## config.mk

```make
export PLATFORM = sky130hd
export DESIGN_NAME = vec_accel_top
export DESIGN_NICKNAME = d
export VERILOG_FILES = /design/src/fp16_pkg.sv /design/src/fp16_mul.sv /design/src/fp16_add.sv /design/src/reconf_tile.sv /design/src/vec_axil_regs.sv /design/src/vec_accel_top.sv
export SDC_FILE = /design/constraint.sdc
export NUM_CORES = 2
export LEC_CHECK = 0
export ABC_CLOCK_PERIOD_IN_PS = 24100
export BUFFER_PORTS_ARGS = -buffer_cell sky130_fd_sc_hd__buf_4
export CAP_MARGIN = 20
export CORE_MARGIN = 10
export CORE_UTILIZATION = 45
export CTS_CLUSTER_DIAMETER = 150
export DETAILED_ROUTE_END_ITERATION = 6
export SLEW_MARGIN = 40
export SYNTH_ARGS = -nofsm -noshare
export SYNTH_HDL_FRONTEND = slang
export SYNTH_SLANG_ARGS = --single-unit
```

## constraint.sdc

```tcl
create_clock -name clk -period 24.1 [get_ports clk]
set_input_delay 4.82 -clock clk [delete_from_list [all_inputs] [get_ports clk]]
set_output_delay 4.82 -clock clk [all_outputs]
set_load 0.01 [all_outputs]
```

## src/fp16_pkg.sv

```systemverilog
`default_nettype none

package fp16_pkg;

  ////////////////////////////////////////////////////////////
  // FP16 format
  ////////////////////////////////////////////////////////////

  localparam int exp_w = 5;
  localparam int man_w = 10;
  localparam int exp_bias = 15;
  // All-ones exponent marks infinity or NaN
  localparam int exp_max = 31;
  localparam logic [15:0] qnan = 16'h7e00;

  // One word, seen as raw bits or as its fields
  typedef union packed {
    logic [15:0] bits;
    struct packed {
      logic             sign;
      logic [exp_w-1:0] exp;
      logic [man_w-1:0] man;
    } f;
  } fp16_t;

  ////////////////////////////////////////////////////////////
  // Register map, byte offsets
  ////////////////////////////////////////////////////////////

  localparam logic [7:0] reg_ctrl      = 8'h00;
  localparam logic [7:0] reg_status    = 8'h04;
  localparam logic [7:0] reg_scal      = 8'h08;
  localparam logic [7:0] reg_vec1_base = 8'h10;
  localparam logic [7:0] reg_vec2_base = 8'h20;
  localparam logic [7:0] reg_prod_base = 8'h30;
  localparam logic [7:0] reg_sum       = 8'h40;

endpackage

`default_nettype wire

```

## src/fp16_mul.sv

```systemverilog
`timescale 1ns/1ps
`default_nettype none

module fp16_mul (
  input  fp16_pkg::fp16_t a,
  input  fp16_pkg::fp16_t b,
  output fp16_pkg::fp16_t y
);

  localparam int sig_w = fp16_pkg::man_w + 1;

  logic                   sign;
  logic [2*sig_w-1:0]     sig_prod;
  logic                   norm;
  logic [fp16_pkg::man_w-1:0] man_out;
  int                     exp_sum;

  assign sign = a.f.sign ^ b.f.sign;

  // Significands with hidden one, 11 x 11 bits
  assign sig_prod = {1'b1, a.f.man} * {1'b1, b.f.man};

  // Product lies in [1,4), so one shift at most
  assign norm = sig_prod[2*sig_w-1];
  assign man_out = norm ? sig_prod[2*fp16_pkg::man_w : fp16_pkg::man_w+1]
                        : sig_prod[2*fp16_pkg::man_w-1 : fp16_pkg::man_w];

  // Biased result exponent, may fall outside 1..30
  assign exp_sum = int'(a.f.exp) + int'(b.f.exp) - fp16_pkg::exp_bias + int'(norm);

  always_comb begin
    if (a.f.exp == fp16_pkg::exp_max || b.f.exp == fp16_pkg::exp_max) begin
      // Inf or NaN operand
      y.bits = fp16_pkg::qnan;
    end else if (a.f.exp == '0 || b.f.exp == '0) begin
      // Zero or flushed subnormal operand
      y.bits = {sign, 15'd0};
    end else if (exp_sum >= fp16_pkg::exp_max) begin
      // Saturate to signed infinity
      y.f.sign = sign;
      y.f.exp  = '1;
      y.f.man  = '0;
    end else if (exp_sum <= 0) begin
      // Result too small, flush
      y.bits = {sign, 15'd0};
    end else begin
      y.f.sign = sign;
      y.f.exp  = exp_sum[fp16_pkg::exp_w-1:0];
      y.f.man  = man_out;
    end
  end

endmodule

`default_nettype wire

```

## src/fp16_add.sv

```systemverilog
`timescale 1ns/1ps
`default_nettype none

module fp16_add (
  input  fp16_pkg::fp16_t a,
  input  fp16_pkg::fp16_t b,
  output fp16_pkg::fp16_t y
);

  localparam int sig_w = fp16_pkg::man_w + 1;

  logic            a_zero;
  logic            b_zero;
  fp16_pkg::fp16_t op_hi;
  fp16_pkg::fp16_t op_lo;
  logic [sig_w-1:0] hi_sig;
  logic [sig_w-1:0] lo_sig;
  logic [sig_w:0]   sum_sig;
  logic [sig_w-1:0] norm_sig;
  int               align;
  int               lead;
  int               exp_res;

  // Subnormals count as zero
  assign a_zero = a.f.exp == '0;
  assign b_zero = b.f.exp == '0;

  // Larger magnitude goes to op_hi
  always_comb begin
    if (b_zero || (!a_zero && {a.f.exp, a.f.man} >= {b.f.exp, b.f.man})) begin
      op_hi = a;
      op_lo = b;
    end else begin
      op_hi = b;
      op_lo = a;
    end
  end

  assign align  = int'(op_hi.f.exp) - int'(op_lo.f.exp);
  assign hi_sig = (op_hi.f.exp == '0) ? '0 : {1'b1, op_hi.f.man};
  // Alignment drops the shifted-out bits
  assign lo_sig = ((op_lo.f.exp == '0) ? '0 : {1'b1, op_lo.f.man}) >> align;

  // op_hi is never smaller, so the difference stays positive
  assign sum_sig = (op_hi.f.sign == op_lo.f.sign) ? {1'b0, hi_sig} + {1'b0, lo_sig}
                                                  : {1'b0, hi_sig} - {1'b0, lo_sig};

  ////////////////////////////////////////////////////////////
  // Renormalize
  ////////////////////////////////////////////////////////////

  // Leading-zero count below the carry bit
  always_comb begin
    lead = 0;
    for (int i = 0; i < sig_w; i++) begin
      if (sum_sig[i]) lead = fp16_pkg::man_w - i;
    end
  end

  always_comb begin
    if (sum_sig[sig_w]) begin
      // Carry out, shift right once
      norm_sig = sum_sig[sig_w:1];
      exp_res  = int'(op_hi.f.exp) + 1;
    end else begin
      norm_sig = sum_sig[sig_w-1:0] << lead;
      exp_res  = int'(op_hi.f.exp) - lead;
    end
  end

  always_comb begin
    if (a.f.exp == fp16_pkg::exp_max || b.f.exp == fp16_pkg::exp_max) begin
      // Only inf + inf of one sign survives
      if (a.f.exp == b.f.exp && a.f.man == '0 && b.f.man == '0 && a.f.sign == b.f.sign) begin
        y.f.sign = a.f.sign;
        y.f.exp  = '1;
        y.f.man  = '0;
      end else begin
        y.bits = fp16_pkg::qnan;
      end
    end else if (sum_sig == '0) begin
      // Exact cancellation or two zeros
      y.bits = '0;
    end else if (exp_res >= fp16_pkg::exp_max) begin
      y.f.sign = op_hi.f.sign;
      y.f.exp  = '1;
      y.f.man  = '0;
    end else if (exp_res <= 0) begin
      y.bits = {op_hi.f.sign, 15'd0};
    end else begin
      y.f.sign = op_hi.f.sign;
      y.f.exp  = exp_res[fp16_pkg::exp_w-1:0];
      y.f.man  = norm_sig[fp16_pkg::man_w-1:0];
    end
  end

endmodule

`default_nettype wire

```

## src/reconf_tile.sv

```systemverilog
`timescale 1ns/1ps
`default_nettype none

module reconf_tile #(
  parameter int lanes = 4
) (
  input  logic                   clk,
  input  logic                   rst_n,
  input  logic                   in_valid,
  // 1 selects the scalar, 0 selects vec2
  input  logic                   mode,
  input  logic [lanes-1:0][15:0] vec1,
  input  logic [lanes-1:0][15:0] vec2,
  input  logic [15:0]            scal,
  output logic                   out_valid,
  output logic [lanes-1:0][15:0] prod,
  output logic [15:0]            sum
);

  fp16_pkg::fp16_t        mul_b [lanes];
  fp16_pkg::fp16_t        mul_y [lanes];
  // Heap-ordered tree, root at 1, leaves at lanes..2*lanes-1
  fp16_pkg::fp16_t        node [1:2*lanes-1];
  logic [lanes-1:0][15:0] prod_q;
  logic                   valid_q;

  ////////////////////////////////////////////////////////////
  // Lane multipliers
  ////////////////////////////////////////////////////////////

  for (genvar i = 0; i < lanes; i++) begin : g_lane
    assign mul_b[i] = mode ? scal : vec2[i];

    fp16_mul u_mul (
      .a (vec1[i]),
      .b (mul_b[i]),
      .y (mul_y[i])
    );

    // Registered products feed the tree leaves
    assign node[lanes+i] = prod_q[i];
  end

  // Stage one
  always_ff @(posedge clk) begin
    if (!rst_n) begin
      valid_q <= 1'b0;
    end else begin
      valid_q <= in_valid;
    end
  end

  always_ff @(posedge clk) begin
    if (in_valid) begin
      for (int i = 0; i < lanes; i++) begin
        prod_q[i] <= mul_y[i];
      end
    end
  end

  ////////////////////////////////////////////////////////////
  // Adder tree
  ////////////////////////////////////////////////////////////

  // Node k sums its two children, so neighbours pair first
  for (genvar k = 1; k < lanes; k++) begin : g_tree
    fp16_add u_add (
      .a (node[2*k]),
      .b (node[2*k+1]),
      .y (node[k])
    );
  end

  // Stage two, products delayed to line up with the sum
  always_ff @(posedge clk) begin
    if (!rst_n) begin
      out_valid <= 1'b0;
    end else begin
      out_valid <= valid_q;
    end
  end

  always_ff @(posedge clk) begin
    if (valid_q) begin
      sum  <= node[1];
      prod <= prod_q;
    end
  end

endmodule

`default_nettype wire

```

## src/vec_axil_regs.sv

```systemverilog
`timescale 1ns/1ps
`default_nettype none

module vec_axil_regs #(
  parameter int lanes = 4
) (
  input  logic                   clk,
  input  logic                   rst_n,
  // AXI4-Lite slave
  input  logic [7:0]             awaddr,
  input  logic                   awvalid,
  output logic                   awready,
  input  logic [31:0]            wdata,
  input  logic [3:0]             wstrb,
  input  logic                   wvalid,
  output logic                   wready,
  output logic [1:0]             bresp,
  output logic                   bvalid,
  input  logic                   bready,
  input  logic [7:0]             araddr,
  input  logic                   arvalid,
  output logic                   arready,
  output logic [31:0]            rdata,
  output logic [1:0]             rresp,
  output logic                   rvalid,
  input  logic                   rready,
  // Tile side
  output logic                   start,
  output logic                   mode,
  output logic [lanes-1:0][15:0] vec1,
  output logic [lanes-1:0][15:0] vec2,
  output logic [15:0]            scal,
  input  logic                   res_valid,
  input  logic [lanes-1:0][15:0] prod,
  input  logic [15:0]            sum
);

  logic                   wr_en;
  logic                   rd_en;
  logic [1:0]             aw_idx;
  logic [1:0]             ar_idx;
  logic [1:0]             inflight;
  logic                   done;
  logic [lanes-1:0][15:0] prod_q;
  logic [15:0]            sum_q;
  logic [31:0]            rd_word;

  // Byte-wise merge under wstrb
  function automatic logic [31:0] apply_strb(logic [31:0] old, logic [31:0] data,
                                             logic [3:0] strb);
    logic [31:0] res;
    res = old;
    for (int i = 0; i < 4; i++) begin
      if (strb[i]) res[8*i +: 8] = data[8*i +: 8];
    end
    return res;
  endfunction

  // Always OKAY, unmapped addresses included
  assign bresp = 2'b00;
  assign rresp = 2'b00;

  // Master holds valid until ready
  assign wr_en  = awready && awvalid && wvalid;
  assign rd_en  = arready && arvalid;
  // Word within a vector window, two lanes per word
  assign aw_idx = awaddr[3:2];
  assign ar_idx = araddr[3:2];

  ////////////////////////////////////////////////////////////
  // Write channel
  ////////////////////////////////////////////////////////////

  always_ff @(posedge clk) begin
    if (!rst_n) begin
      awready <= 1'b0;
      wready  <= 1'b0;
      bvalid  <= 1'b0;
    end else begin
      awready <= 1'b0;
      wready  <= 1'b0;
      // Address and data together, one write at a time
      if (awvalid && wvalid && !awready && !bvalid) begin
        awready <= 1'b1;
        wready  <= 1'b1;
      end
      if (wr_en) begin
        bvalid <= 1'b1;
      end else if (bvalid && bready) begin
        bvalid <= 1'b0;
      end
    end
  end

  // Operand registers
  always_ff @(posedge clk) begin
    if (!rst_n) begin
      mode  <= 1'b0;
      start <= 1'b0;
      scal  <= '0;
      vec1  <= '0;
      vec2  <= '0;
    end else begin
      // One-cycle pulse on start=1
      start <= wr_en && awaddr[7:2] == fp16_pkg::reg_ctrl[7:2] && wstrb[0] && wdata[1];
      if (wr_en) begin
        if (awaddr[7:2] == fp16_pkg::reg_ctrl[7:2] && wstrb[0]) mode <= wdata[0];
        if (awaddr[7:2] == fp16_pkg::reg_scal[7:2]) begin
          if (wstrb[0]) scal[7:0] <= wdata[7:0];
          if (wstrb[1]) scal[15:8] <= wdata[15:8];
        end
        if (awaddr[7:4] == fp16_pkg::reg_vec1_base[7:4] && int'(aw_idx) < lanes / 2) begin
          vec1[{aw_idx, 1'b0} +: 2] <= apply_strb(vec1[{aw_idx, 1'b0} +: 2], wdata, wstrb);
        end
        if (awaddr[7:4] == fp16_pkg::reg_vec2_base[7:4] && int'(aw_idx) < lanes / 2) begin
          vec2[{aw_idx, 1'b0} +: 2] <= apply_strb(vec2[{aw_idx, 1'b0} +: 2], wdata, wstrb);
        end
      end
    end
  end

  ////////////////////////////////////////////////////////////
  // Tile tracking and results
  ////////////////////////////////////////////////////////////

  always_ff @(posedge clk) begin
    if (!rst_n) begin
      inflight <= '0;
      done     <= 1'b0;
      prod_q   <= '0;
      sum_q    <= '0;
    end else begin
      case ({start, res_valid})
        2'b10:   inflight <= inflight + 2'd1;
        2'b01:   inflight <= inflight - 2'd1;
        default: inflight <= inflight;
      endcase
      // New result beats the clear on a status read
      if (res_valid) begin
        done   <= 1'b1;
        prod_q <= prod;
        sum_q  <= sum;
      end else if (rd_en && araddr[7:2] == fp16_pkg::reg_status[7:2]) begin
        done <= 1'b0;
      end
    end
  end

  ////////////////////////////////////////////////////////////
  // Read channel
  ////////////////////////////////////////////////////////////

  always_comb begin
    rd_word = '0;
    if (araddr[7:2] == fp16_pkg::reg_ctrl[7:2]) begin
      // Start reads back as 0
      rd_word[0] = mode;
    end else if (araddr[7:2] == fp16_pkg::reg_status[7:2]) begin
      rd_word[1:0] = {done, inflight != 2'd0};
    end else if (araddr[7:2] == fp16_pkg::reg_scal[7:2]) begin
      rd_word[15:0] = scal;
    end else if (araddr[7:2] == fp16_pkg::reg_sum[7:2]) begin
      rd_word[15:0] = sum_q;
    end else if (int'(ar_idx) < lanes / 2) begin
      if (araddr[7:4] == fp16_pkg::reg_vec1_base[7:4]) rd_word = vec1[{ar_idx, 1'b0} +: 2];
      if (araddr[7:4] == fp16_pkg::reg_vec2_base[7:4]) rd_word = vec2[{ar_idx, 1'b0} +: 2];
      if (araddr[7:4] == fp16_pkg::reg_prod_base[7:4]) rd_word = prod_q[{ar_idx, 1'b0} +: 2];
    end
  end

  always_ff @(posedge clk) begin
    if (!rst_n) begin
      arready <= 1'b0;
      rvalid  <= 1'b0;
    end else begin
      arready <= 1'b0;
      if (arvalid && !arready && !rvalid) arready <= 1'b1;
      if (rd_en) begin
        rvalid <= 1'b1;
      end else if (rvalid && rready) begin
        rvalid <= 1'b0;
      end
    end
  end

  // Read data held until rready
  always_ff @(posedge clk) begin
    if (rd_en) rdata <= rd_word;
  end

endmodule

`default_nettype wire

```

## src/vec_accel_top.sv

```systemverilog
`timescale 1ns/1ps
`default_nettype none

module vec_accel_top #(
  parameter int lanes = 4
) (
  input  logic        clk,
  input  logic        rst_n,
  input  logic [7:0]  awaddr,
  input  logic        awvalid,
  output logic        awready,
  input  logic [31:0] wdata,
  input  logic [3:0]  wstrb,
  input  logic        wvalid,
  output logic        wready,
  output logic [1:0]  bresp,
  output logic        bvalid,
  input  logic        bready,
  input  logic [7:0]  araddr,
  input  logic        arvalid,
  output logic        arready,
  output logic [31:0] rdata,
  output logic [1:0]  rresp,
  output logic        rvalid,
  input  logic        rready
);

  // Register block to tile
  logic                   start;
  logic                   mode;
  logic [lanes-1:0][15:0] vec1;
  logic [lanes-1:0][15:0] vec2;
  logic [15:0]            scal;
  // Tile back to register block
  logic                   res_valid;
  logic [lanes-1:0][15:0] prod;
  logic [15:0]            sum;

  vec_axil_regs #(
    .lanes (lanes)
  ) u_regs (
    .clk       (clk),
    .rst_n     (rst_n),
    .awaddr    (awaddr),
    .awvalid   (awvalid),
    .awready   (awready),
    .wdata     (wdata),
    .wstrb     (wstrb),
    .wvalid    (wvalid),
    .wready    (wready),
    .bresp     (bresp),
    .bvalid    (bvalid),
    .bready    (bready),
    .araddr    (araddr),
    .arvalid   (arvalid),
    .arready   (arready),
    .rdata     (rdata),
    .rresp     (rresp),
    .rvalid    (rvalid),
    .rready    (rready),
    .start     (start),
    .mode      (mode),
    .vec1      (vec1),
    .vec2      (vec2),
    .scal      (scal),
    .res_valid (res_valid),
    .prod      (prod),
    .sum       (sum)
  );

  reconf_tile #(
    .lanes (lanes)
  ) u_tile (
    .clk       (clk),
    .rst_n     (rst_n),
    .in_valid  (start),
    .mode      (mode),
    .vec1      (vec1),
    .vec2      (vec2),
    .scal      (scal),
    .out_valid (res_valid),
    .prod      (prod),
    .sum       (sum)
  );

endmodule

`default_nettype wire

```

# Yosys cells after proc, flatten, opt, wreduce, memory -nomap -nowiden
# Index checks and enable logic that the tools add are counted.
# Widths: inputs -> output; s select.
dict set report word_totals {
  regBits 411
  mem_count 0
  romBits 0
  out_inout_bits 41
  ramBits 0
  wordCells 490
  latchBits 0
  in_bits 59
}
dict set report op_classes {
  bitwise_logic 5
  div_mod_pow 0
  n_addsub 30
  magnitude_cmp 19
  eq_ne 34
  n_shift 119
  n_mux 140
  n_reduce_logical 97
  n_mul 4
}
# operator n
set ops {}
lappend ops {{$mux 32} 36}
lappend ops {{$mux 16} 22}
lappend ops {{$shiftx 4x4->2} 80}
lappend ops {{$mux 15} 18}
lappend ops {{$mux 8} 32}
lappend ops {{$shiftx 2x5->4} 32}
lappend ops {{$bwmux 64} 2}
lappend ops {{$logic_not 5->1} 20}
lappend ops {{$ge 32x6->1 const B} 3}
lappend ops {{$le 32x1->1 const B} 3}
lappend ops {{$shl 11x32->10} 3}
lappend ops {{$shr 11x32->11} 3}
lappend ops {{$sub 6x32->32} 3}
lappend ops {{$mul 11x11->22} 4}
lappend ops {{$eq 5x5->1 const B} 14}
lappend ops {{$mux 10} 7}
lappend ops {{$mux 11} 6}
lappend ops {{$logic_not 10->1} 6}
lappend ops {{$ge 15x15->1} 3}
lappend ops {{$add 11x11->12} 3}
lappend ops {{$logic_not 12->1} 3}
lappend ops {{$mux 12} 3}
lappend ops {{$sub 11x11->12} 3}
lappend ops {{$add 7x2->8} 4}
lappend ops {{other kinds (36)} 135}

# Longest topological paths before layout
dict set report logic_depth {
  depth_word 56
  mapped_depth 100
}

# By module
# From an unflattened synthesis, not the netlist that was laid out.
dict set report hier_totals {
  hier_cells 5425
  area_unflattened_um2 48800.6
}
# mod area_each_um2 cells_each instances
set by_module_without_submodules {}
lappend by_module_without_submodules {vec_axil_regs 13157.6 1293 1}
lappend by_module_without_submodules {fp16_add 3704.8 536 3}
lappend by_module_without_submodules {reconf_tile 5454.0 219 1}
lappend by_module_without_submodules {{fp16_mul (u_tile.g_lane[3].u_mul)} 4868.4 583 1}
lappend by_module_without_submodules {{fp16_mul (u_tile.g_lane[0].u_mul)} 4832.1 598 1}
lappend by_module_without_submodules {{fp16_mul (u_tile.g_lane[2].u_mul)} 4709.5 568 1}
lappend by_module_without_submodules {{fp16_mul (u_tile.g_lane[1].u_mul)} 4664.5 556 1}

# Worst setup path after synthesis
# No wires, ideal clock.
dict set report synth_path {
  path_type {register -> register}
  start {reg u_tile.prod_q, in the netlist u_tile.node[14]}
  end {reg u_tile.sum[9] (data pin)}
  path_slack_ns 4.762
  stages_incl_launch_ff 96
  required_time_ns 23.831
  setup_ns 0.269
  t_arrival_ns 19.069
  path_buffers 4
  synth_period_minus_slack_ns 19.338
  cell_sequence {edfxtp_1 -> inv_1 -> ha_1 -> buf_2 -> nand4_2 -> nor3_2 -> a221o_1 -> nor3_1 -> a31oi_1 -> ha_1 -> o31a_1 -> o211a_1 -> or2_2 -> clkbuf_1 -> o31ai_1 -> a32oi_1 -> o31ai_1 -> nand2_1 -> [60 not listed] -> a21oi_1 -> o21bai_1 -> a21oi_1 -> xnor2_1 -> a211oi_1 -> clkbuf_1 -> inv_1 -> fa_1 -> a21o_1 -> a21oi_1 -> ha_1 -> or4b_2 -> o2111ai_1 -> nor2_1 -> o21ai_0 -> nor3_1 -> nor2_2 -> o31ai_1}
}
# element line
set synth_lines {}
lappend synth_lines {{start, declared} reconf_tile.sv:24} ;# logic [lanes-1:0][15:0] prod_q;
lappend synth_lines {{start signal, assigned by index} reconf_tile.sv:56} ;# prod_q[i] <= mul_y[i];
lappend synth_lines {{end signal, assigned} reconf_tile.sv:85} ;# sum <= node[1];
lappend synth_lines {{end, declared} reconf_tile.sv:17} ;# output logic [15:0] sum

==> impl_results.md <==
- Worst-skew pair later-pin latency: 610 ps
- Hold slack final: 452 ps
- Wire length per cell after detailed routing: 21.0 µm
- Critical path required time: 24,430 ps
- Nature of the critical path endpoint: flop
- Boundary pin count: 100
- Buffers on Ports: 91
- Most instantiated flip-flop cell in the synthesis netlist: sky130_fd_sc_hd__dfxtp_1
- Place WS: 1500 ps
- Placed inst area: 48,600 µm²
- Finished Core Util: 49.1%
- Largest net degree at the start of global routing: 138
- Horiz. Die Dim: 342 µm
- Count of endpoints failing hold in the final timing report: 0
- Synth cell types: 120
- Worst-Margin Slew: 867 ps
- Instance count after placement with tap cells included: 6,636
- Power share of the sequential group: 47.1%
- Number of nets in the finished design: 6,078
- Hold Path Cell Cnt: 1
- Most Crowded Layer GR: met2
- # DRC: 0
- Detailed-route wire length: 141,000 µm
- Half-perimeter wire length after placement: 106,000 µm
- Post-Syn Instances: 5,377
- Critical path's largest stage delay: 650 ps
- GRT met2 Usage: 37.3%
- CTS sink cnt: 411
- Number of flip-flops and latches in the synthesized netlist: 411
- Power per unit of standard cell area: 30.6 nW/µm²
- Switching power as a share of total power: 23.4%
- Number of enable-type register cells in the synthesized netlist: 176
- Fraction of layout instances using a drive strength above 1: 7.68%
- Worst VDD drop: 41.6 µV
- CP max FO: 12
- Classification of the worst setup path: reg -> reg
- Sum Neg Setup Slack: 0 ps
- Floorplan row count: 117
- Post-Route Skew: 18.3 ps
- Critical path data arrival time: 22,540 ps
- Source of the worst register-to-register timing path: u_tile.node[14]
- Crit start category: flop
- Min-Delay Path Class: reg -> reg
- Met1 Usage GRT: 33.8%
- Hold Crit Start: u_regs.arready
- Setup repair after global routing missed its margin: false
- Count of antenna-violating nets left after detailed routing: 0
- Critical R2R Capture: u_tile.sum[9]
- DR vias/cell: 5.86
- Largest buffer count on any clock path: 3
- Post-route design area: 50,200 µm²
- Reported net switching power: 359 µW
- Post-synthesis instance area: 46,600 µm²
- Overall fraction of global-route tracks in use: 23.7%
- Routability-driven placement congestion ratio: 0.918
- Reg2reg path depth: 95
- Worst path slowest cell: sky130_fd_sc_hd__or4b_2
- Achievable Freq: 45.0 MHz
- Clock transition time at the flip-flop clock pins of the worst setup and hold paths: 60 ps
- Number of pins with negative max-slew slack in the final report: 0
- Syn. warnings: 0
- Leakage power: 22.3 nW
- Post-CTS setup-driven buffer insertion count: 0
- Final setup vio count: 0
- Relative slew slack: 42.2%
- GR Util met3: 3.20%
- Core area: 102,000 µm²
- Reg-to-reg slack, setup: 1890 ps
- Mapped Avg Cell Area: 8.66 µm²
- Number of antenna violations at the first check in global routing: 10
- Commonest cells after routing, fill and taps aside: sky130_fd_sc_hd__nand2_1 (589), sky130_fd_sc_hd__inv_1 (524), sky130_fd_sc_hd__ha_1 (376), sky130_fd_sc_hd__mux2i_1 (356), sky130_fd_sc_hd__fa_1 (326)
- Global-route wire length before repair: 223,000 µm
- Non-filler instance count after layout: 6,725
- Hold-critical path endpoint: u_regs.arready
- H-tree depth: 2
- Y dimension of the die: 342 µm
- Smallest setup slack after layout: 1890 ps
- Clock Tree Root: sky130_fd_sc_hd__clkbuf_16
- Clock share of power: 48.7%
- Area growth, synth to finish: 7.81%
- Commonest non-fill, non-tap cell in the layout: sky130_fd_sc_hd__nand2_1
- TritonCTS clock tree: built
- Total power consumption of the routed design: 1.53 mW
- Status: finished clean
- Via total after detailed routing: 39,400
- Cell occurring most often along the worst timing path: sky130_fd_sc_hd__ha_1
- Overflow left after global routing: 0
- Clock buffer count from CTS: 46
- Sequential element share of the synthesized area: 21.4%
- Final critical-path share of the clock period: 92.2%
- Total Die Area: 117,000 µm²
- Number of max-cap violations: 0
- Cell Int Power: 1.18 mW
- Number of DRC markers in iteration 0: 3,577
- Combinational cell fraction of total power: 4.2%
- Final worst path period need: 22,210 ps
- Number of gates resized after CTS: 0
- Asr flop ratio synth: 0%
- Hold bufs inserted after CTS: 0
- Via count of the first global-routing pass: 38,500
- Number of iterations in the first detailed-routing pass: 6
- Starting density of the core: 45.5%
==> worst max-delay path by stage <==
| stage | from | endpoint | slack (ps) |
|---|---|---|---|
| floorplan | u_tile.node[14] | u_tile.sum[9] | 4760 |
| global placement | u_tile.node[14] | u_tile.sum[9] | 1390 |
| detailed placement | u_tile.node[14] | u_tile.sum[9] | 1500 |
| CTS | u_tile.node[14] | u_tile.sum[9] | 1400 |
| global route | u_tile.node[14] | u_tile.sum[9] | 100 |
| finish | u_tile.node[14] | u_tile.sum[9] | 1890 |
==> metal layers <==
metal	part of all wire, %	vias to the layer above	wire, µm
met5	0.0099	-	14
met4	2.7	4	3770
met3	7.3	187	10300
met2	44	1305	62300
met1	46	19300	64800
li1	-	18600	-
==> state kept, by name (all words and copies together) (netlist names), 2 cells and up <==
name	cells
u_regs.rdata	32
u_tile.sum	16
u_regs.vec1	64
u_regs.inflight	2
u_tile.prod	64
u_regs.sum_q	16
u_regs.vec2	64
u_regs.prod_q	64
u_regs.scal	16
u_tile.node	64
==> logic make-up (layout without fill, tap and decap cells) <==
family	after synthesis	in the layout	share of synthesized area, %
adders and majority gates	706	706	24.2
and+or+nand+nor	1721	1721	18.5
buffers and inverters	810	784	6.72
xor gates and xnor gates	143	143	2.77
muxes	420	420	9.57
DFF	411	411	21.4
AOI/OAI and AO/OA	1165	1165	16.8
other	1	7	0.00805
==> Yosys cell counts (all sizes together) (14+ instances only) <==
cell type  count  share of area (%)
a2111oi       15               0.35
a211oi        35               0.61
a21boi        77                1.2
a21o          70                1.1
a21oi        216                2.4
a221oi        15               0.31
a22oi         83                1.3
a31oi         22               0.34
and2         178                2.4
and3          22               0.30
buf           50               0.60
clkbuf       233                1.9
dfxtp        235                 10
edfxtp       176                 11
fa           326                 14
ha           377                 10
inv          524                4.2
mux2          47                1.1
mux2i        359                7.8
mux4          14               0.68
nand2        595                4.8
nand2b        37               0.50
nand3        129                1.4
nand4         30               0.42
nor2         236                2.0
nor2b        267                3.6
nor3         102                1.1
nor4          37               0.54
o211ai        28               0.46
o21a          40               0.64
o21ai        310                3.4
o21bai        32               0.52
o221ai        21               0.39
o22ai         34               0.46
o31ai         26               0.42
or2           15               0.20
or3           23               0.31
xnor2         89                1.8
xor2          54                1.0
==> power groups by stage <==
| stage | combinational (mW) | sequential [mW] | clock, mW |
|---|---|---|---|
| after global placement | 0.0628 | 0.738 | 0 |
| final | 0.0647 | 0.723 | 0.747 |
| after detailed placement | 0.0634 | 0.738 | 0 |
| after global routing | 0.0684 | 0.723 | 0.782 |
| after floorplan | 0.0366 | 0.739 | 0 |
| after CTS | 0.0636 | 0.723 | 0.756 |
==> critical path: cells and delay by family (launching register included) <==
family | cells | cell delay, ps
compound gates | 44 | 9510
mux | 2 | 490
buf+inv | 8 | 1220
simple gates | 27 | 5990
fa+ha+maj | 11 | 3370
xor+xnor | 3 | 700
flops | 1 | 600
==> cell type report <==
| class | count | area [µm²] |
|---|---|---|
| multi-input combinational | 4159 | 33600 |
| inverter | 527 | 1980 |
| tap | 1368 | 1710 |
| clock buffer | 61 | 1310 |
| clock inverter | 25 | 269 |
| antenna | 3 | 7.51 |
| sequential | 411 | 10000 |
| timing repair buffer | 171 | 1310 |
| fill | 9799 | 52100 |
(Power assumes the default switching activity.)
